**src/hw/soc_pkg.sv**
```systemverilog
package soc_pkg;

    // Bus geometry
    localparam int alen = 32;
    localparam int xlen = 64;
    localparam int strb_w = xlen / 8;

    typedef logic [alen-1:0] addr_t;
    typedef logic [xlen-1:0] data_t;
    typedef logic [strb_w-1:0] strb_t;
    typedef logic [1:0] resp_t;

    localparam resp_t resp_okay = 2'd0;
    localparam resp_t resp_decerr = 2'd3;

    // Device select on addr[31:28]
    localparam logic [3:0] region_sram = 4'd1;
    localparam logic [3:0] region_gpio = 4'd2;

endpackage

```
**src/hw/axi4lite.sv**
```systemverilog
`timescale 1ns/10ps

interface axi4lite;

    soc_pkg::addr_t awaddr;
    logic [2:0] awprot;
    logic awvalid;
    logic awready;

    soc_pkg::data_t wdata;
    soc_pkg::strb_t wstrb;
    logic wvalid;
    logic wready;

    soc_pkg::resp_t bresp;
    logic bvalid;
    logic bready;

    soc_pkg::addr_t araddr;
    logic [2:0] arprot;
    logic arvalid;
    logic arready;

    soc_pkg::data_t rdata;
    soc_pkg::resp_t rresp;
    logic rvalid;
    logic rready;

    modport master (
        output awaddr, awprot, awvalid, input awready,
        output wdata, wstrb, wvalid, input wready,
        input bresp, bvalid, output bready,
        output araddr, arprot, arvalid, input arready,
        input rdata, rresp, rvalid, output rready
    );

    modport slave (
        input awaddr, awprot, awvalid, output awready,
        input wdata, wstrb, wvalid, output wready,
        output bresp, bvalid, input bready,
        input araddr, arprot, arvalid, output arready,
        output rdata, rresp, rvalid, input rready
    );

endinterface

```
**src/hw/axil_gpio.sv**
```systemverilog
`timescale 1ns/10ps

module axil_gpio #(
    parameter int num_outputs = 4,
    parameter soc_pkg::addr_t addr_mask = 32'h0fff_ffff
) (
    input  logic clk,
    input  logic rst,
    axi4lite.slave bus,
    output logic [num_outputs-1:0] outputs
);

localparam int lsb = $clog2(soc_pkg::strb_w);

logic [num_outputs-1:0] out_q;
soc_pkg::data_t merged;
soc_pkg::data_t rdata_q;
soc_pkg::addr_t woff;
soc_pkg::addr_t roff;
logic w_hit;
logic r_hit;
logic w_take;
logic r_take;
logic bvalid_q;
logic rvalid_q;

// Register lives in word 0, everything else reads zero
assign woff = bus.awaddr & addr_mask;
assign roff = bus.araddr & addr_mask;
assign w_hit = woff[soc_pkg::alen-1:lsb] == '0;
assign r_hit = roff[soc_pkg::alen-1:lsb] == '0;

assign w_take = bus.awvalid && bus.wvalid && !bvalid_q;
assign r_take = bus.arvalid && !rvalid_q;

always_comb begin
    merged = soc_pkg::data_t'(out_q);
    for (int i = 0; i < soc_pkg::strb_w; i++) begin
        if (bus.wstrb[i]) begin
            merged[8*i +: 8] = bus.wdata[8*i +: 8];
        end
    end
end

always_ff @(posedge clk) begin
    if (rst) begin
        out_q <= '0;
        bvalid_q <= 1'b0;
        rvalid_q <= 1'b0;
    end else begin
        if (w_take && w_hit) begin
            out_q <= merged[num_outputs-1:0];
        end
        if (bvalid_q && bus.bready) begin
            bvalid_q <= 1'b0;
        end
        if (w_take) begin
            bvalid_q <= 1'b1;
        end
        if (rvalid_q && bus.rready) begin
            rvalid_q <= 1'b0;
        end
        if (r_take) begin
            rvalid_q <= 1'b1;
        end
    end
end

always_ff @(posedge clk) begin
    if (r_take) begin
        rdata_q <= r_hit ? soc_pkg::data_t'(out_q) : '0;
    end
end

assign bus.awready = w_take;
assign bus.wready = w_take;
assign bus.arready = !rvalid_q;
assign bus.bvalid = bvalid_q;
assign bus.bresp = soc_pkg::resp_okay;
assign bus.rvalid = rvalid_q;
assign bus.rdata = rdata_q;
assign bus.rresp = soc_pkg::resp_okay;

assign outputs = out_q;

endmodule

```
**src/flat_wrapper.sv**
```systemverilog
// flat-port wrapper written by rule: the top's interface ports become plain ports
module axil_gpio_flat 
#(
    parameter int num_outputs = 4,
    parameter soc_pkg::addr_t addr_mask = 32'h0fff_ffff
)
  (clk, rst, outputs, bus_awaddr, bus_awprot, bus_awvalid, bus_awready, bus_wdata, bus_wstrb, bus_wvalid, bus_wready, bus_bresp, bus_bvalid, bus_bready, bus_araddr, bus_arprot, bus_arvalid, bus_arready, bus_rdata, bus_rresp, bus_rvalid, bus_rready);
  axi4lite bus_i ();
  input  logic clk;
  input  logic rst;
  output logic [num_outputs-1:0] outputs;
  input wire logic [$bits(bus_i.awaddr)-1:0] bus_awaddr;
  input wire logic [$bits(bus_i.awprot)-1:0] bus_awprot;
  input wire logic [$bits(bus_i.awvalid)-1:0] bus_awvalid;
  output wire logic [$bits(bus_i.awready)-1:0] bus_awready;
  input wire logic [$bits(bus_i.wdata)-1:0] bus_wdata;
  input wire logic [$bits(bus_i.wstrb)-1:0] bus_wstrb;
  input wire logic [$bits(bus_i.wvalid)-1:0] bus_wvalid;
  output wire logic [$bits(bus_i.wready)-1:0] bus_wready;
  output wire logic [$bits(bus_i.bresp)-1:0] bus_bresp;
  output wire logic [$bits(bus_i.bvalid)-1:0] bus_bvalid;
  input wire logic [$bits(bus_i.bready)-1:0] bus_bready;
  input wire logic [$bits(bus_i.araddr)-1:0] bus_araddr;
  input wire logic [$bits(bus_i.arprot)-1:0] bus_arprot;
  input wire logic [$bits(bus_i.arvalid)-1:0] bus_arvalid;
  output wire logic [$bits(bus_i.arready)-1:0] bus_arready;
  output wire logic [$bits(bus_i.rdata)-1:0] bus_rdata;
  output wire logic [$bits(bus_i.rresp)-1:0] bus_rresp;
  output wire logic [$bits(bus_i.rvalid)-1:0] bus_rvalid;
  input wire logic [$bits(bus_i.rready)-1:0] bus_rready;
  assign bus_i.awaddr = bus_awaddr;
  assign bus_i.awprot = bus_awprot;
  assign bus_i.awvalid = bus_awvalid;
  assign bus_awready = bus_i.awready;
  assign bus_i.wdata = bus_wdata;
  assign bus_i.wstrb = bus_wstrb;
  assign bus_i.wvalid = bus_wvalid;
  assign bus_wready = bus_i.wready;
  assign bus_bresp = bus_i.bresp;
  assign bus_bvalid = bus_i.bvalid;
  assign bus_i.bready = bus_bready;
  assign bus_i.araddr = bus_araddr;
  assign bus_i.arprot = bus_arprot;
  assign bus_i.arvalid = bus_arvalid;
  assign bus_arready = bus_i.arready;
  assign bus_rdata = bus_i.rdata;
  assign bus_rresp = bus_i.rresp;
  assign bus_rvalid = bus_i.rvalid;
  assign bus_i.rready = bus_rready;
  axil_gpio #(.num_outputs(num_outputs), .addr_mask(addr_mask)) u_core (.clk(clk), .rst(rst), .bus(bus_i), .outputs(outputs));
endmodule
```
**config.mk**
```make
export PLATFORM = sky130hd
export DESIGN_NAME = axil_gpio_flat
export DESIGN_NICKNAME = d
export VERILOG_FILES = /design/src/hw/soc_pkg.sv /design/src/hw/axi4lite.sv /design/src/hw/axil_gpio.sv /design/src/flat_wrapper.sv
export SDC_FILE = /design/constraint.sdc
export NUM_CORES = 1
export LEC_CHECK = 0
export BUFFER_PORTS_ARGS = -buffer_cell sky130_fd_sc_hd__buf_2
export CAP_MARGIN = 10
export CORE_AREA = 2 2 87 89
export CTS_CLUSTER_SIZE = 40
export DETAILED_ROUTE_END_ITERATION = 7
export DIE_AREA = 0 0 89 91
export GPL_TIMING_DRIVEN = 1
export PLACE_DENSITY = 0.55
export REMOVE_ABC_BUFFERS = 1
export SYNTH_ARGS = -nofsm -noshare
export SYNTH_HDL_FRONTEND = slang
export SYNTH_SLANG_ARGS = --single-unit
```
**constraint.sdc**
```tcl
create_clock -name clk -period 1.3 [get_ports clk]
set_input_delay 0.39 -clock clk [delete_from_list [all_inputs] [get_ports clk]]
set_output_delay 0.39 -clock clk [all_outputs]
set_load 0.1 [all_outputs]
```
==> results.py <==
metrics = {
    "detailed_routing": {
        "wl_um": 2460,
        "wl_per_cell_um": 8.31,
        "drc": 0,
        "drtPass1Iterations": 2,
        "ant_nets": 0,
        "drt_iter0_drc": 13,
        "via_per_inst": 3.00,
        "vias": 889,
    },
    "die": {
        "rows": 31,
        "io_pins": 226,
        "initial_core_util": 0.145,
        "die_y_um": 91,
        "fp.dieW_um": 89,
        "die_area_mm2": 0.00810,
        "core_mm2": 0.00714,
    },
    "clock_network": {
        "holdBufCountCts": 0,
        "clkTransAtPathRegs_ps": 50,
        "cts_setup_buffers": 0,
        "cts_tree": "built",
        "clockRootBuffer": "clkbuf_8",
        "numCtsBuffers": 3,
        "cts_sinks": 10,
        "h-tree-depth": 1,
        "cts.path.max_buffers": 2,
        "insertion_delay_ps": 230,
    },
    "setup_path": {
        "cp-startpoint": "u_core.bus.bvalid$_SDFFE_PP0P_",
        "endpoint_kind": "output pin",
        "worst_r2r_path_depth": 4,
        "cp_max_fo": 4,
        "worstPathRequired_ps": 910,
        "arrival_ps": 1060,
        "path_class": "flop to output pin",
        "crit_path_start_kind": "flop",
        "setup.worst_path.end": "bus_wready",
        "regToRegSetupSlack_ps": -70,
        "reg2reg_from": "u_core.bus.bvalid$_SDFFE_PP0P_",
        "reg2reg_to": "u_core.outputs[0]$_SDFFE_PP0P_",
    },
    "timing": {
        "setup_ws_ps": -151,
        "finalMaxSlewViolations": 0,
        "rsz0062_at_grt": "yes",
        "post-route-period-util": 1.12,
        "finalSetupViolations": 6,
        "timing.fmax_mhz": 689,
        "final.setup_skew_ps": 0.713,
        "tns_ps": -469,
        "finalCriticalPeriod_ps": 1450,
        "final_hold_viol_count": 0,
    },
    "power_and_ir_drop": {
        "p_leak_nw": 0.748,
        "peakVddDrop_mv": 0.461,
        "p_per_area_mw_per_mm2": 1180,
    },
    "synthesis": {
        "synth_area_mm2": 0.00103,
        "ys_types": 21,
        "syn_inst": 121,
        "syn_avg_cell_area_um2": 8.55,
        "ys_ff_latch": 10,
        "ys_seq_area_frac": 0.232,
        "ys_warn_count": 0,
    },
    "place": {
        "post-dp-hpwl_um": 2220,
        "port_buffers": 74,
        "dpl-instance-area_mm2": 0.00148,
        "dp.cells": 292,
        "gp_congestion": 0.685,
        "place_ws_ps": -328,
    },
    "min_path": {
        "worstHoldPathType": "input pin to flop",
        "whs_path_depth": 2,
    },
    "status": {
        "status": "finished with violations",
        "violations": "negative setup slack",
    },
    "job": {
        "maxCapViolCount": 0,
    },
    "final_layout": {
        "final_common_cell": "conb_1",
        "drive_gt1_frac": 0.431,
        "final_util": 0.214,
        "diodes": 0,
        "final_nets": 347,
        "final_cells": 296,
        "syn_to_final_growth_pct": 47.4,
        "final_cell_area_mm2": 0.00153,
        "final_cell_mix": "conb_1, buf_2, buf_12",
    },
    "grt": {
        "track_usage": 0.0513,
        "grt-ovfl-total": 0,
        "grt_start_max_net_pins": 11,
        "grt_pass1_wl_um": 3140,
        "antenna_found_initial": 0,
        "grt_pass1_vias": 734,
    },
}
## final cells by class
cell class                      instances  area [um2]
Timing Repair Buffer                   75         573
Inverter                                2        7.51
Fill cell                             800        5610
Clock buffer                            4        45.0
Sequential cell                        10         243
Tap cell                               99         124
Multi-Input combinational cell        106         533
## sequential cells by signal, indices dropped and copies added (netlist names)
register,flops
u_core.bus.rdata,4
u_core.bus.bvalid,1
u_core.outputs,4
u_core.bus.rvalid,1
## metal layers
metal	track usage	vias up	wire, um	share of wire
met1	0.0488	379	812	0.33
met2	0.0995	83	1260	0.51
met4	0.0162	0	36	0.015
met5	0	-	0	0
met3	0.0173	4	351	0.14
li1	-	423	-	-
## power by group
group / internal [mW] / switching, mW
clock: 0.214 / 0.113
combinational: 0.145 / 0.980
sequential: 0.339 / 0.00997
total: 0.697 / 1.10
## critical path: stages, from the launching register on
cell     delay (ps)
dfxtp_2         310
and3b_2         320
buf_12          200
## timing repair
item | 4_1_cts | 5_1_grt
gates resized for setup | 2 | 1
pin swaps | 1 | 0
endpoints found under the setup margin | 7 | 6
## synthesized netlist by cell type
cell / instances / area, um2
a211oi_1: 1 / 7.51
a21oi_1: 1 / 5.00
and2_1: 4 / 25.0
and3b_1: 1 / 8.76
buf_4: 65 / 488
clkbuf_1: 1 / 3.75
conb_1: 1 / 3.75
dfxtp_1: 6 / 120
edfxtp_1: 4 / 120
inv_1: 2 / 7.51
mux2i_1: 4 / 40.0
nand2b_1: 8 / 50.1
nand3_1: 1 / 5.00
nand4_1: 3 / 18.8
nor2_1: 5 / 18.8
nor2_4: 1 / 11.3
nor2b_1: 1 / 6.26
nor3_1: 1 / 5.00
nor4_1: 8 / 50.1
nor4_2: 2 / 25.0
nor4b_2: 1 / 15.0
## worst min-delay path by stage
stage / endpoint / slack [ps] / from
6_report: u_core.bus.rvalid$_SDFFE_PP0P_ / 330 / bus_rready
5_1_grt: u_core.bus.rvalid$_SDFFE_PP0P_ / 320 / bus_rready
4_1_cts: u_core.bus.rvalid$_SDFFE_PP0P_ / 330 / bus_rready
3_5_place_dp: u_core.outputs[3]$_SDFFE_PP0P_ / 520 / u_core.outputs[3]$_SDFFE_PP0P_
3_3_place_gp: u_core.outputs[3]$_SDFFE_PP0P_ / 510 / u_core.outputs[3]$_SDFFE_PP0P_
2_1_floorplan: u_core.bus.bvalid$_SDFFE_PP0P_ / 460 / rst
## through the flow
stage	power (mW)	hold WS [ps]
finish	1.80	329
global placement	1.47	512
detailed placement	1.48	521
floorplan	1.30	462
global route	1.86	323
CTS	1.81	327
## cell families (layout without fill, tap and decap cells)
group | count (synthesis) | in the layout | synth area share
buffers and inverters | 68 | 81 | 0.482
and+or+nand+nor | 36 | 36 | 0.231
DFF | 10 | 10 | 0.232
muxes | 4 | 4 | 0.0387
AOI/OAI and AO/OA | 2 | 2 | 0.0121
other | 1 | 64 | 0.00362
Note: power is estimated with default switching activity, not from simulation.
