`src/hw/soc_pkg.sv`:
```
package soc_pkg;

    // Bus geometry
    localparam int alen = 32;
    localparam int xlen = 64;
    localparam int strb_w = xlen / 8;

    typedef logic [alen-1:0] addr_t;
    typedef logic [xlen-1:0] data_t;
    typedef logic [strb_w-1:0] strb_t;
    typedef logic [1:0] resp_t;

    localparam resp_t resp_okay = 2'd0;
    localparam resp_t resp_decerr = 2'd3;

    // Device select on addr[31:28]
    localparam logic [3:0] region_sram = 4'd1;
    localparam logic [3:0] region_gpio = 4'd2;

endpackage

```
`src/hw/axi4lite.sv`:
```
`timescale 1ns/10ps

interface axi4lite;

    soc_pkg::addr_t awaddr;
    logic [2:0] awprot;
    logic awvalid;
    logic awready;

    soc_pkg::data_t wdata;
    soc_pkg::strb_t wstrb;
    logic wvalid;
    logic wready;

    soc_pkg::resp_t bresp;
    logic bvalid;
    logic bready;

    soc_pkg::addr_t araddr;
    logic [2:0] arprot;
    logic arvalid;
    logic arready;

    soc_pkg::data_t rdata;
    soc_pkg::resp_t rresp;
    logic rvalid;
    logic rready;

    modport master (
        output awaddr, awprot, awvalid, input awready,
        output wdata, wstrb, wvalid, input wready,
        input bresp, bvalid, output bready,
        output araddr, arprot, arvalid, input arready,
        input rdata, rresp, rvalid, output rready
    );

    modport slave (
        input awaddr, awprot, awvalid, output awready,
        input wdata, wstrb, wvalid, output wready,
        output bresp, bvalid, input bready,
        input araddr, arprot, arvalid, output arready,
        output rdata, rresp, rvalid, input rready
    );

endinterface

```
`src/hw/axil_requester.sv`:
```
`timescale 1ns/10ps

module axil_requester #(
    parameter bit write_en = 1'b1
) (
    input  logic clk,
    input  logic rst,
    input  logic req,
    input  logic we,
    input  soc_pkg::addr_t addr,
    input  soc_pkg::data_t wdata,
    input  soc_pkg::strb_t wstrb,
    output logic busy,
    output logic done,
    output soc_pkg::data_t rdata,
    output soc_pkg::resp_t resp,
    axi4lite.master bus
);

typedef enum logic [1:0] {
    st_idle,
    st_write,
    st_read
} state_t;

// Instruction accesses are flagged through prot[2]
localparam logic [2:0] prot = write_en ? 3'b000 : 3'b100;

state_t state;
logic aw_pending;
logic w_pending;
logic ar_pending;
soc_pkg::addr_t addr_q;
soc_pkg::data_t wdata_q;
soc_pkg::strb_t wstrb_q;

assign busy = state != st_idle;

assign bus.awaddr = addr_q;
assign bus.awprot = prot;
assign bus.awvalid = aw_pending;
assign bus.wdata = wdata_q;
assign bus.wstrb = wstrb_q;
assign bus.wvalid = w_pending;
assign bus.bready = 1'b1;
assign bus.araddr = addr_q;
assign bus.arprot = prot;
assign bus.arvalid = ar_pending;
assign bus.rready = 1'b1;

always_ff @(posedge clk) begin
    if (rst) begin
        state <= st_idle;
        aw_pending <= 1'b0;
        w_pending <= 1'b0;
        ar_pending <= 1'b0;
        done <= 1'b0;
    end else begin
        done <= 1'b0;
        case (state)
            st_idle: begin
                if (req && write_en && we) begin
                    state <= st_write;
                    aw_pending <= 1'b1;
                    w_pending <= 1'b1;
                end else if (req) begin
                    state <= st_read;
                    ar_pending <= 1'b1;
                end
            end
            st_write: begin
                // Each valid drops after its own handshake
                if (bus.awvalid && bus.awready) begin
                    aw_pending <= 1'b0;
                end
                if (bus.wvalid && bus.wready) begin
                    w_pending <= 1'b0;
                end
                if (bus.bvalid && bus.bready) begin
                    state <= st_idle;
                    done <= 1'b1;
                end
            end
            st_read: begin
                if (bus.arvalid && bus.arready) begin
                    ar_pending <= 1'b0;
                end
                if (bus.rvalid && bus.rready) begin
                    state <= st_idle;
                    done <= 1'b1;
                end
            end
            default: state <= st_idle;
        endcase
    end
end

// Request payload and response capture
always_ff @(posedge clk) begin
    if (state == st_idle && req) begin
        addr_q <= addr;
        wdata_q <= wdata;
        wstrb_q <= wstrb;
    end
    if (state == st_write && bus.bvalid && bus.bready) begin
        resp <= bus.bresp;
        rdata <= '0;
    end
    if (state == st_read && bus.rvalid && bus.rready) begin
        resp <= bus.rresp;
        rdata <= bus.rdata;
    end
end

endmodule

```
`src/flat_wrapper.sv`:
```
// flat-port wrapper written by rule: the top's interface ports become plain ports
module axil_requester_flat 
#(
    parameter bit write_en = 1'b1
)
  (clk, rst, req, we, addr, wdata, wstrb, busy, done, rdata, resp, bus_awaddr, bus_awprot, bus_awvalid, bus_awready, bus_wdata, bus_wstrb, bus_wvalid, bus_wready, bus_bresp, bus_bvalid, bus_bready, bus_araddr, bus_arprot, bus_arvalid, bus_arready, bus_rdata, bus_rresp, bus_rvalid, bus_rready);
  axi4lite bus_i ();
  input  logic clk;
  input  logic rst;
  input  logic req;
  input  logic we;
  input  soc_pkg::addr_t addr;
  input  soc_pkg::data_t wdata;
  input  soc_pkg::strb_t wstrb;
  output logic busy;
  output logic done;
  output soc_pkg::data_t rdata;
  output soc_pkg::resp_t resp;
  output wire logic [$bits(bus_i.awaddr)-1:0] bus_awaddr;
  output wire logic [$bits(bus_i.awprot)-1:0] bus_awprot;
  output wire logic [$bits(bus_i.awvalid)-1:0] bus_awvalid;
  input wire logic [$bits(bus_i.awready)-1:0] bus_awready;
  output wire logic [$bits(bus_i.wdata)-1:0] bus_wdata;
  output wire logic [$bits(bus_i.wstrb)-1:0] bus_wstrb;
  output wire logic [$bits(bus_i.wvalid)-1:0] bus_wvalid;
  input wire logic [$bits(bus_i.wready)-1:0] bus_wready;
  input wire logic [$bits(bus_i.bresp)-1:0] bus_bresp;
  input wire logic [$bits(bus_i.bvalid)-1:0] bus_bvalid;
  output wire logic [$bits(bus_i.bready)-1:0] bus_bready;
  output wire logic [$bits(bus_i.araddr)-1:0] bus_araddr;
  output wire logic [$bits(bus_i.arprot)-1:0] bus_arprot;
  output wire logic [$bits(bus_i.arvalid)-1:0] bus_arvalid;
  input wire logic [$bits(bus_i.arready)-1:0] bus_arready;
  input wire logic [$bits(bus_i.rdata)-1:0] bus_rdata;
  input wire logic [$bits(bus_i.rresp)-1:0] bus_rresp;
  input wire logic [$bits(bus_i.rvalid)-1:0] bus_rvalid;
  output wire logic [$bits(bus_i.rready)-1:0] bus_rready;
  assign bus_awaddr = bus_i.awaddr;
  assign bus_awprot = bus_i.awprot;
  assign bus_awvalid = bus_i.awvalid;
  assign bus_i.awready = bus_awready;
  assign bus_wdata = bus_i.wdata;
  assign bus_wstrb = bus_i.wstrb;
  assign bus_wvalid = bus_i.wvalid;
  assign bus_i.wready = bus_wready;
  assign bus_i.bresp = bus_bresp;
  assign bus_i.bvalid = bus_bvalid;
  assign bus_bready = bus_i.bready;
  assign bus_araddr = bus_i.araddr;
  assign bus_arprot = bus_i.arprot;
  assign bus_arvalid = bus_i.arvalid;
  assign bus_i.arready = bus_arready;
  assign bus_i.rdata = bus_rdata;
  assign bus_i.rresp = bus_rresp;
  assign bus_i.rvalid = bus_rvalid;
  assign bus_rready = bus_i.rready;
  axil_requester #(.write_en(write_en)) u_core (.clk(clk), .rst(rst), .req(req), .we(we), .addr(addr), .wdata(wdata), .wstrb(wstrb), .busy(busy), .done(done), .rdata(rdata), .resp(resp), .bus(bus_i));
endmodule
```
`config.mk`:
```
export PLATFORM = sky130hd
export DESIGN_NAME = axil_requester_flat
export DESIGN_NICKNAME = d
export VERILOG_FILES = /design/src/hw/soc_pkg.sv /design/src/hw/axi4lite.sv /design/src/hw/axil_requester.sv /design/src/flat_wrapper.sv
export SDC_FILE = /design/constraint.sdc
export NUM_CORES = 1
export LEC_CHECK = 0
export BUFFER_PORTS_ARGS = -buffer_cell sky130_fd_sc_hd__buf_2
export CAP_MARGIN = 5
export CORE_AREA = 2 2 152 154
export CTS_BUF_LIST = sky130_fd_sc_hd__clkbuf_16
export CTS_CLUSTER_SIZE = 8
export DETAILED_ROUTE_END_ITERATION = 7
export DIE_AREA = 0 0 154 156
export GPL_ROUTABILITY_DRIVEN = 0
export HOLD_SLACK_MARGIN = 0.03
export MAX_ROUTING_LAYER = met4
export PLACE_DENSITY_LB_ADDON = 0.2
export SETUP_SLACK_MARGIN = 0.2
export SYNTH_ARGS = -nofsm -noshare
export SYNTH_HDL_FRONTEND = slang
export SYNTH_SLANG_ARGS = --single-unit
```
`constraint.sdc`:
```
create_clock -name clk -period 7.1 [get_ports clk]
set_input_delay 0.355 -clock clk [delete_from_list [all_inputs] [get_ports clk]]
set_output_delay 0.355 -clock clk [all_outputs]
set_load 0.03 [all_outputs]
```
==> results.yml <==
outcome:
  status: "finished, final reports clean"
place:
  place.port_buffers: 387
  hpwl_um: 12990
synthesis:
  yosys_warnings: 0
  synth-seq-area-share_pct: 82.29
  syn_area_um2: 6350
  synth_area_leader_cell: "edfxtp_1"
  avgSynthCellArea_um2: 18.41
  synthArstFlopShare_pct: 0
  synth_ff_type: "edfxtp_1"
  yosysUniqueCellTypes: 30
  synthCells: 345
  synth.top_cell.area_share_pct: 80.39
  synth-edff-count: 170
  synth_area_leaders: "edfxtp_1 (80%), and3_1 (6.3%), buf_4 (4.7%), dfxtp_1 (1.9%), ha_1 (1.2%)"
  synth-seq-cells: 176
route:
  drtIter0Drc: 206
  dr.pass1.iters: 4
  detail-route-antenna-nets: 0
  viasPerCell: 4.238
  wirelength_um: 17190
  num_vias: 4263
  drc: 0
  wl_per_cell_um: 17.08
sta:
  clock.fmax_mhz: 317.5
  finalCritPeriodShare_pct: 44.36
  skew_ns: 0.01083
  finalMaxSlewViolations: 0
  worstMarginPinSlew_ns: 0.9771
  relSlewSlack_pct: 34.86
  fin_tns_setup_ns: 0
  rsz0062_at_grt: "no"
  finalHoldViolCount: 0
  setup_viol: 0
  min_period_ns: 3.149
layout:
  layout-drive-gt1-share_pct: 59.55
  layout.nets: 891
  seqCellArea_um2: 5225
  areaGrowthSynthToFinish_pct: 40.16
  final_cell_mix: "buf_2 (387), edfxtp_1 (170), and3_1 (64), clkbuf_16 (17), conb_1 (8)"
  fill_cells: 2111
  multiInputGateArea_um2: 773.2
  mostFrequentLayoutCell: "buf_2"
cts:
  cts_root_buf: "clkbuf_16"
  htreeDepth: 4
  cts_setup_buffers: 0
  cts.path.max_buffers: 2
  path_clk_slew_ns: 0.08
  cts_made_buffers: 17
  cts_tree: "yes"
  ctsResizeCount: 0
  clock_latency_ns: 0.42
  clock-sinks: 176
  cts_hold_buf: 0
critical_path:
  cp-startpoint: "u_core.state[0]"
  worstSetupEndpointType: "register"
  r2r_start: "u_core.state[0]"
  r2r_slack_ns: 3.95
  r2r-end: "u_core.rdata[52]"
  crit_fanout: 66
  required_ns: 7.16
  cp-start-kind: "register"
  cp-endpoint: "u_core.rdata[52]"
  worstPathArrival_ns: 3.21
  path_class: "reg -> reg"
  worstRegToRegCells: 5
run:
  drv_cap: 0
die:
  die_area_um2: 24020
  num_rows: 55
  die_h_um: 156
  core_area_um2: 22370
  initial_utilization_pct: 28.39
  ioPinCount: 396
  die_x_um: 154
global_route:
  gr-total-overflow: 0
  grt_pass1_vias: 4317
  grt_pass1_wl_um: 24830
  grt_max_degree: 68
  antenna_found_initial: 3
  grt_use_total_pct: 14.23
power_and_ir_drop:
  p_per_area_nw_per_um2: 300.9
  finalPower_mw: 2.678
  vdd_drop_max_mv: 0.1394
  p_leak_nw: 4.004
worst_hold_path:
  hp-class: "in -> reg"
flip-flops by register name (all words and copies together) (netlist names), 2 cells and up:
name / count
u_core.state: 2
u_core.rdata: 64
u_core.resp: 2
u_core.bus.araddr: 32
u_core.bus.wstrb: 8
u_core.bus.wdata: 64
power breakdown:
part           total [mW]  internal [mW]  switching (mW)
Sequential           1.29           1.26          0.0281
Combinational       0.495          0.130           0.365
Clock               0.896          0.465           0.431
Total                2.68           1.85           0.824
kinds of logic after synthesis:
logic type                 count (synthesis)  synth area share, %
AOI/OAI and AO/OA                         12                1.379
adders and majority gates                  6                1.182
other                                      2               0.1183
DFF                                      176                82.29
and+or+nand+nor                           87                8.512
buffers and inverters                     59                6.010
muxes                                      3               0.5123
critical path: stages, from the launching register on:
cell     delay (ns)
dfxtp_1        0.35
inv_1          0.14
ha_2           0.86
nand2_1        0.26
nand2_2        0.57
buf_4          0.54
metal layers:
metal / up-vias / part of all wire, % / global-route usage (%)
li1: 1978 / - / -
met5: - / 0 / -
met1: 2054 / 37 / 15.30
met2: 212 / 54 / 25.33
met3: 19 / 7.2 / 3.889
met4: 0 / 1.4 / 4.984
through the flow:
| step | cell area, µm² | setup WS, ns | cells | hold WS [ns] | utilization [%] |
|---|---|---|---|---|---|
| final | 8900 | 3.951 | 1006 | 0.1016 | 39.79 |
| after global routing | 8897 | 3.627 | 1005 | 0.06673 | 39.78 |
| after CTS | 8890 | 3.903 | 1002 | 0.07279 | 39.75 |
| after detailed placement | 8322 | 3.923 | 970 | 0.5277 | 37.21 |
| after global placement | 8322 | 4.066 | 970 | 0.4970 | 37.21 |
| after floorplan | 6372 | 3.587 | 351 | 0.4196 | - |
cells in the mapped netlist (all sizes together), types with 2 or more instances:
cell type and count:
dfxtp 6, mux2 2, inv 4, and2 2, and3 64, a21oi 3, or3b 2, ha 6
nor2b 3, nand4 2, nand2 6, o31ai 2, clkbuf 8, conb 2, buf 47, nand2b 4
edfxtp 170, o211ai 2
worst min-delay path by stage:
stage | cells after the start | from | end
detailed placement | 2 | u_core.state[0] | u_core.state[0]
floorplan | 1 | rst | u_core.bus.arvalid
CTS | 1 | wdata[56] | u_core.bus.wdata[56]
global route | 1 | wdata[29] | u_core.bus.wdata[29]
global placement | 2 | u_core.state[1] | u_core.state[1]
finish | 1 | addr[21] | u_core.bus.araddr[21]
area by class of cell:
class	instances	share of cell area, %
flip-flops and latches	176	58.71
repair buffers	389	21.93
multi-input cells	116	8.688
clock buffers	17	4.780
well taps	285	4.007
clock inverters	15	1.603
inverters	4	0.1687
diodes	4	0.1125
(Power assumes the default switching activity.)
