`config.mk`:
```
export PLATFORM = sky130hd
export DESIGN_NAME = axil_arbiter_flat
export DESIGN_NICKNAME = d
export VERILOG_FILES = /design/src/hw/soc_pkg.sv /design/src/hw/axi4lite.sv /design/src/hw/axil_arbiter.sv /design/src/flat_wrapper.sv
export SDC_FILE = /design/constraint.sdc
export NUM_CORES = 1
export LEC_CHECK = 0
export ABC_AREA = 1
export BUFFER_PORTS_ARGS = -buffer_cell sky130_fd_sc_hd__buf_4
export CORE_AREA = 2 2 260 262
export CTS_BUF_LIST = sky130_fd_sc_hd__clkbuf_16
export DETAILED_ROUTE_END_ITERATION = 10
export DIE_AREA = 0 0 262 264
export PLACE_DENSITY = 0.3
export SLEW_MARGIN = 40
export SYNTH_ARGS = -nofsm -noshare
export SYNTH_HDL_FRONTEND = slang
export SYNTH_SLANG_ARGS = --single-unit
```
`constraint.sdc`:
```
create_clock -name clk -period 2.1 [get_ports clk]
set_clock_uncertainty 0.15 [all_clocks]
set_input_delay 0.525 -clock clk [delete_from_list [all_inputs] [get_ports clk]]
set_output_delay 0.525 -clock clk [all_outputs]
set_load 0.01 [all_outputs]
```
`src/hw/soc_pkg.sv`:
```
package soc_pkg;

    // Bus geometry
    localparam int alen = 32;
    localparam int xlen = 64;
    localparam int strb_w = xlen / 8;

    typedef logic [alen-1:0] addr_t;
    typedef logic [xlen-1:0] data_t;
    typedef logic [strb_w-1:0] strb_t;
    typedef logic [1:0] resp_t;

    localparam resp_t resp_okay = 2'd0;
    localparam resp_t resp_decerr = 2'd3;

    // Device select on addr[31:28]
    localparam logic [3:0] region_sram = 4'd1;
    localparam logic [3:0] region_gpio = 4'd2;

endpackage

```
`src/hw/axi4lite.sv`:
```
`timescale 1ns/10ps

interface axi4lite;

    soc_pkg::addr_t awaddr;
    logic [2:0] awprot;
    logic awvalid;
    logic awready;

    soc_pkg::data_t wdata;
    soc_pkg::strb_t wstrb;
    logic wvalid;
    logic wready;

    soc_pkg::resp_t bresp;
    logic bvalid;
    logic bready;

    soc_pkg::addr_t araddr;
    logic [2:0] arprot;
    logic arvalid;
    logic arready;

    soc_pkg::data_t rdata;
    soc_pkg::resp_t rresp;
    logic rvalid;
    logic rready;

    modport master (
        output awaddr, awprot, awvalid, input awready,
        output wdata, wstrb, wvalid, input wready,
        input bresp, bvalid, output bready,
        output araddr, arprot, arvalid, input arready,
        input rdata, rresp, rvalid, output rready
    );

    modport slave (
        input awaddr, awprot, awvalid, output awready,
        input wdata, wstrb, wvalid, output wready,
        output bresp, bvalid, input bready,
        input araddr, arprot, arvalid, output arready,
        output rdata, rresp, rvalid, input rready
    );

endinterface

```
`src/hw/axil_arbiter.sv`:
```
`timescale 1ns/10ps

module axil_arbiter (
    input logic clk,
    input logic rst,
    axi4lite.slave m0,
    axi4lite.slave m1,
    axi4lite.master s
);

logic lock;
logic grant;
logic last;
logic req0;
logic req1;
logic pick;
logic sel0;
logic sel1;
logic finish;

assign req0 = m0.awvalid || m0.arvalid;
assign req1 = m1.awvalid || m1.arvalid;

// On a tie the master not served last wins
assign pick = (req0 && req1) ? !last : req1;

assign sel0 = lock && !grant;
assign sel1 = lock && grant;
assign finish = (s.bvalid && s.bready) || (s.rvalid && s.rready);

always_ff @(posedge clk) begin
    if (rst) begin
        lock <= 1'b0;
        grant <= 1'b0;
        last <= 1'b0;
    end else if (!lock) begin
        if (req0 || req1) begin
            lock <= 1'b1;
            grant <= pick;
        end
    end else if (finish) begin
        lock <= 1'b0;
        last <= grant;
    end
end

// Requests from the granted master
assign s.awaddr = grant ? m1.awaddr : m0.awaddr;
assign s.awprot = grant ? m1.awprot : m0.awprot;
assign s.awvalid = lock && (grant ? m1.awvalid : m0.awvalid);
assign s.wdata = grant ? m1.wdata : m0.wdata;
assign s.wstrb = grant ? m1.wstrb : m0.wstrb;
assign s.wvalid = lock && (grant ? m1.wvalid : m0.wvalid);
assign s.bready = lock && (grant ? m1.bready : m0.bready);
assign s.araddr = grant ? m1.araddr : m0.araddr;
assign s.arprot = grant ? m1.arprot : m0.arprot;
assign s.arvalid = lock && (grant ? m1.arvalid : m0.arvalid);
assign s.rready = lock && (grant ? m1.rready : m0.rready);

// Fetch side
assign m0.awready = sel0 && s.awready;
assign m0.wready = sel0 && s.wready;
assign m0.bresp = s.bresp;
assign m0.bvalid = sel0 && s.bvalid;
assign m0.arready = sel0 && s.arready;
assign m0.rdata = s.rdata;
assign m0.rresp = s.rresp;
assign m0.rvalid = sel0 && s.rvalid;

// Data side
assign m1.awready = sel1 && s.awready;
assign m1.wready = sel1 && s.wready;
assign m1.bresp = s.bresp;
assign m1.bvalid = sel1 && s.bvalid;
assign m1.arready = sel1 && s.arready;
assign m1.rdata = s.rdata;
assign m1.rresp = s.rresp;
assign m1.rvalid = sel1 && s.rvalid;

endmodule

```
`src/flat_wrapper.sv`:
```
// flat-port wrapper written by rule: the top's interface ports become plain ports
module axil_arbiter_flat 
  (clk, rst, m0_awaddr, m0_awprot, m0_awvalid, m0_awready, m0_wdata, m0_wstrb, m0_wvalid, m0_wready, m0_bresp, m0_bvalid, m0_bready, m0_araddr, m0_arprot, m0_arvalid, m0_arready, m0_rdata, m0_rresp, m0_rvalid, m0_rready, m1_awaddr, m1_awprot, m1_awvalid, m1_awready, m1_wdata, m1_wstrb, m1_wvalid, m1_wready, m1_bresp, m1_bvalid, m1_bready, m1_araddr, m1_arprot, m1_arvalid, m1_arready, m1_rdata, m1_rresp, m1_rvalid, m1_rready, s_awaddr, s_awprot, s_awvalid, s_awready, s_wdata, s_wstrb, s_wvalid, s_wready, s_bresp, s_bvalid, s_bready, s_araddr, s_arprot, s_arvalid, s_arready, s_rdata, s_rresp, s_rvalid, s_rready);
  axi4lite m0_i ();
  axi4lite m1_i ();
  axi4lite s_i ();
  input logic clk;
  input logic rst;
  input wire logic [$bits(m0_i.awaddr)-1:0] m0_awaddr;
  input wire logic [$bits(m0_i.awprot)-1:0] m0_awprot;
  input wire logic [$bits(m0_i.awvalid)-1:0] m0_awvalid;
  output wire logic [$bits(m0_i.awready)-1:0] m0_awready;
  input wire logic [$bits(m0_i.wdata)-1:0] m0_wdata;
  input wire logic [$bits(m0_i.wstrb)-1:0] m0_wstrb;
  input wire logic [$bits(m0_i.wvalid)-1:0] m0_wvalid;
  output wire logic [$bits(m0_i.wready)-1:0] m0_wready;
  output wire logic [$bits(m0_i.bresp)-1:0] m0_bresp;
  output wire logic [$bits(m0_i.bvalid)-1:0] m0_bvalid;
  input wire logic [$bits(m0_i.bready)-1:0] m0_bready;
  input wire logic [$bits(m0_i.araddr)-1:0] m0_araddr;
  input wire logic [$bits(m0_i.arprot)-1:0] m0_arprot;
  input wire logic [$bits(m0_i.arvalid)-1:0] m0_arvalid;
  output wire logic [$bits(m0_i.arready)-1:0] m0_arready;
  output wire logic [$bits(m0_i.rdata)-1:0] m0_rdata;
  output wire logic [$bits(m0_i.rresp)-1:0] m0_rresp;
  output wire logic [$bits(m0_i.rvalid)-1:0] m0_rvalid;
  input wire logic [$bits(m0_i.rready)-1:0] m0_rready;
  input wire logic [$bits(m1_i.awaddr)-1:0] m1_awaddr;
  input wire logic [$bits(m1_i.awprot)-1:0] m1_awprot;
  input wire logic [$bits(m1_i.awvalid)-1:0] m1_awvalid;
  output wire logic [$bits(m1_i.awready)-1:0] m1_awready;
  input wire logic [$bits(m1_i.wdata)-1:0] m1_wdata;
  input wire logic [$bits(m1_i.wstrb)-1:0] m1_wstrb;
  input wire logic [$bits(m1_i.wvalid)-1:0] m1_wvalid;
  output wire logic [$bits(m1_i.wready)-1:0] m1_wready;
  output wire logic [$bits(m1_i.bresp)-1:0] m1_bresp;
  output wire logic [$bits(m1_i.bvalid)-1:0] m1_bvalid;
  input wire logic [$bits(m1_i.bready)-1:0] m1_bready;
  input wire logic [$bits(m1_i.araddr)-1:0] m1_araddr;
  input wire logic [$bits(m1_i.arprot)-1:0] m1_arprot;
  input wire logic [$bits(m1_i.arvalid)-1:0] m1_arvalid;
  output wire logic [$bits(m1_i.arready)-1:0] m1_arready;
  output wire logic [$bits(m1_i.rdata)-1:0] m1_rdata;
  output wire logic [$bits(m1_i.rresp)-1:0] m1_rresp;
  output wire logic [$bits(m1_i.rvalid)-1:0] m1_rvalid;
  input wire logic [$bits(m1_i.rready)-1:0] m1_rready;
  output wire logic [$bits(s_i.awaddr)-1:0] s_awaddr;
  output wire logic [$bits(s_i.awprot)-1:0] s_awprot;
  output wire logic [$bits(s_i.awvalid)-1:0] s_awvalid;
  input wire logic [$bits(s_i.awready)-1:0] s_awready;
  output wire logic [$bits(s_i.wdata)-1:0] s_wdata;
  output wire logic [$bits(s_i.wstrb)-1:0] s_wstrb;
  output wire logic [$bits(s_i.wvalid)-1:0] s_wvalid;
  input wire logic [$bits(s_i.wready)-1:0] s_wready;
  input wire logic [$bits(s_i.bresp)-1:0] s_bresp;
  input wire logic [$bits(s_i.bvalid)-1:0] s_bvalid;
  output wire logic [$bits(s_i.bready)-1:0] s_bready;
  output wire logic [$bits(s_i.araddr)-1:0] s_araddr;
  output wire logic [$bits(s_i.arprot)-1:0] s_arprot;
  output wire logic [$bits(s_i.arvalid)-1:0] s_arvalid;
  input wire logic [$bits(s_i.arready)-1:0] s_arready;
  input wire logic [$bits(s_i.rdata)-1:0] s_rdata;
  input wire logic [$bits(s_i.rresp)-1:0] s_rresp;
  input wire logic [$bits(s_i.rvalid)-1:0] s_rvalid;
  output wire logic [$bits(s_i.rready)-1:0] s_rready;
  assign m0_i.awaddr = m0_awaddr;
  assign m0_i.awprot = m0_awprot;
  assign m0_i.awvalid = m0_awvalid;
  assign m0_awready = m0_i.awready;
  assign m0_i.wdata = m0_wdata;
  assign m0_i.wstrb = m0_wstrb;
  assign m0_i.wvalid = m0_wvalid;
  assign m0_wready = m0_i.wready;
  assign m0_bresp = m0_i.bresp;
  assign m0_bvalid = m0_i.bvalid;
  assign m0_i.bready = m0_bready;
  assign m0_i.araddr = m0_araddr;
  assign m0_i.arprot = m0_arprot;
  assign m0_i.arvalid = m0_arvalid;
  assign m0_arready = m0_i.arready;
  assign m0_rdata = m0_i.rdata;
  assign m0_rresp = m0_i.rresp;
  assign m0_rvalid = m0_i.rvalid;
  assign m0_i.rready = m0_rready;
  assign m1_i.awaddr = m1_awaddr;
  assign m1_i.awprot = m1_awprot;
  assign m1_i.awvalid = m1_awvalid;
  assign m1_awready = m1_i.awready;
  assign m1_i.wdata = m1_wdata;
  assign m1_i.wstrb = m1_wstrb;
  assign m1_i.wvalid = m1_wvalid;
  assign m1_wready = m1_i.wready;
  assign m1_bresp = m1_i.bresp;
  assign m1_bvalid = m1_i.bvalid;
  assign m1_i.bready = m1_bready;
  assign m1_i.araddr = m1_araddr;
  assign m1_i.arprot = m1_arprot;
  assign m1_i.arvalid = m1_arvalid;
  assign m1_arready = m1_i.arready;
  assign m1_rdata = m1_i.rdata;
  assign m1_rresp = m1_i.rresp;
  assign m1_rvalid = m1_i.rvalid;
  assign m1_i.rready = m1_rready;
  assign s_awaddr = s_i.awaddr;
  assign s_awprot = s_i.awprot;
  assign s_awvalid = s_i.awvalid;
  assign s_i.awready = s_awready;
  assign s_wdata = s_i.wdata;
  assign s_wstrb = s_i.wstrb;
  assign s_wvalid = s_i.wvalid;
  assign s_i.wready = s_wready;
  assign s_i.bresp = s_bresp;
  assign s_i.bvalid = s_bvalid;
  assign s_bready = s_i.bready;
  assign s_araddr = s_i.araddr;
  assign s_arprot = s_i.arprot;
  assign s_arvalid = s_i.arvalid;
  assign s_i.arready = s_arready;
  assign s_i.rdata = s_rdata;
  assign s_i.rresp = s_rresp;
  assign s_i.rvalid = s_rvalid;
  assign s_rready = s_i.rready;
  axil_arbiter u_core (.clk(clk), .rst(rst), .m0(m0_i), .m1(m1_i), .s(s_i));
endmodule
```
==> results.yml <==
timing:
  tns_ns: 0
  period_share: 0.980
  rsz0062_at_grt: "yes"
  fin_hold_ws_ns: 0.363
  fmaxAchievable_mhz: 486
  setup_violations: 0
  worst-slew-pin-transition_ns: 0.298
  hold_viol: 0
  report.final.slew_viol_count: 0
  relSlewSlack: 0.801
  finalCriticalPeriod_ns: 2.06
  worst_slack_ns: 0.0426
detailed_routing:
  wl_per_cell_um: 12.0
  wl_met1_um: 7220
  first_iter_violations: 104
  firstDrtPassIters: 4
  final_antenna_net_count: 0
  wl_met3_um: 3110
  via_count: 5013
  highest_layer: "met5"
  drc: 0
  vias_per_cell: 2.72
  route.met2.wl_um: 11300
  wirelength_um: 22200
clocking:
  worstSkewPairLatency_ns: 0.22
  cts.sinks: 3
  clkTransAtPathRegs_ns: 0.03
  numCtsBuffers: 3
  htree_levels: 1
  cts_root_buf: "clkbuf_16"
  cts_tree: "built"
  cts_buffer_depth: 2
final_layout:
  layout_common_cells: "buf_4, nand2_1, nor2_1"
  drive_above_1_share: 0.514
  final_cell_area_mm2: 0.00692
  layout.nets: 1339
  layout.area.seq_um2: 63.8
  nFillCells: 7898
  mostFrequentLayoutCell: "buf_4"
  multi_input_area_mm2: 0.00182
  syn_to_final_growth_pct: 116
yosys:
  synth_top_family_by_area: "simple AND/OR/NAND/NOR gates"
  synthSimpleGateAreaFrac: 0.548
  yosysWarnings: 0
  yosys.area.top_type: "nand2_1"
  syn_area_per_cell_um2: 4.91
  ys_seq_area_frac: 0.0188
  synthMuxAreaShare: 0
  synth_cells: 652
  syn_nets: 1021
  synth_compound_area_frac: 0.0129
  synth_xor_area_frac: 0
  synth_area_mm2: 0.00320
  synth_top_area_share: 0.518
  yosysUniqueCellTypes: 15
  synthAdderAreaFrac: 0
  synth-seq-cells: 3
  yosys-top-cells-area: "nand2_1, buf_4, buf_6, dfxtp_1, nor2_1"
floorplanning:
  core-area_mm2: 0.0666
  initial_core_util: 0.0481
  fp.dieH_um: 264
  io_pins: 662
  dieArea_mm2: 0.0692
  rows: 95
  die_x_um: 262
global_routing:
  antenna_found_initial: 6
  grt_pass1_vias: 5070
  grt_pass1_wl_um: 28200
  grt_max_degree: 68
  track_usage: 0.0541
  gr-total-overflow: 0
status:
  status: "completed"
critical_path:
  max_stage_delay_ns: 0.42
  r2r-end: "u_core.last"
  cp_slowest_cell: "dfxtp_4"
  worstReg2RegStart: "u_core.grant"
  cp.arrival_ns: 1.38
  crit_chain: "clkinv_8 -> buf_16 -> buf_16 -> nand2_1 -> nand2_1 -> buf_4"
  crit_required_ns: 1.42
  rrSetupSlack_ns: 0.68
  start_kind: "flip-flop"
  crit_type: "flip-flop to output port"
  cp_max_fo: 13
  ff2ff_path_depth: 8
  end_kind: "output port"
job:
  maxCapViolations: 0
power:
  cellPowerDensity_mw_per_mm2: 350
  p_leak_uw: 0.00386
  max-vdd-ir-drop_uv: 179
place:
  port_buffers: 457
  place_area_mm2: 0.00664
  dp_slack_ns: 0.206
  dp_hpwl_um: 18700
  gp_congestion: 0.761
worst_hold_path:
  min_path_cells: 2
  hold_class: "flip-flop to flip-flop"
  hold_end: "u_core.last"
  min_from: "u_core.last"
[critical path, delay by kind of cell, from the launching register on]
family	cells	cell delay, ns
buf+inv	4	0.57
flops	1	0.42
simple gates	2	0.15
[synth_stat cells (all sizes together)]
master	count
clkbuf	1
a21oi	5
nor2	15
nand2	445
nand3	4
o21ai	2
buf	168
inv	8
dfxtp	3
a31oi	1
[power by group]
part	internal [uW]	total (uW)	leakage (uW)	switching (uW)
registers	64.2	77.0	0.0000255	12.8
logic	1080	2050	0.00379	968
clock network	245	295	0.0000423	49.5
total	1390	2420	0.00386	1030
[per-stage QoR]
| step | utilization | cells | power (uW) |
|---|---|---|---|
| floorplan | - | 652 | 1120 |
| global placement | 0.0997 | 1830 | 2080 |
| detailed placement | 0.0997 | 1830 | 2060 |
| CTS | 0.101 | 1834 | 2370 |
| global route | 0.104 | 1842 | 2650 |
| finish | 0.104 | 1844 | 2420 |
[registers in the layout (all words and copies together), names as in the netlist]
signal and flops:
u_core.grant 1, u_core.last 1, u_core.lock 1
[cells by family after synthesis]
group           Yosys count
compound gates            8
simple gates            464
flops                     3
buf+inv                 177
[per-layer routing]
layer,track usage,up-vias
met4,0.0156,2
met5,0,-
met3,0.0245,31
li1,-,2431
met1,0.0458,2109
met2,0.110,440
[how the worst max path moves through the flow]
stage	startpoint	endpoint	slack, ns	depth (start not counted)
floorplan	u_core.grant	s_araddr[0]	0.54	6
global placement	m1_awvalid	s_awvalid	0.22	4
detailed placement	m1_awvalid	s_awvalid	0.21	4
CTS	u_core.grant	s_wdata[26]	0.0002	6
global route	u_core.grant	s_wdata[1]	-0.007	6
finish	u_core.grant	s_wdata[32]	0.04	6
[repair_timing]
action	in CTS	in global routing
resized for setup	3	15
hold buffers	0	0
endpoints found under the hold margin	0	0
setup buffers	0	4
cloned	0	4
setup endpoints to repair	3	27
[layout make-up]
cell class / instances / area share
clock inverters: 1 / 0.000542
diodes: 2 / 0.000723
clock buffers: 3 / 0.0108
multi-input cells: 472 / 0.262
inverters: 8 / 0.00614
repair buffers: 482 / 0.552
flip-flops and latches: 3 / 0.00922
well taps: 873 / 0.158
Note: power is estimated with default switching activity, not from simulation.
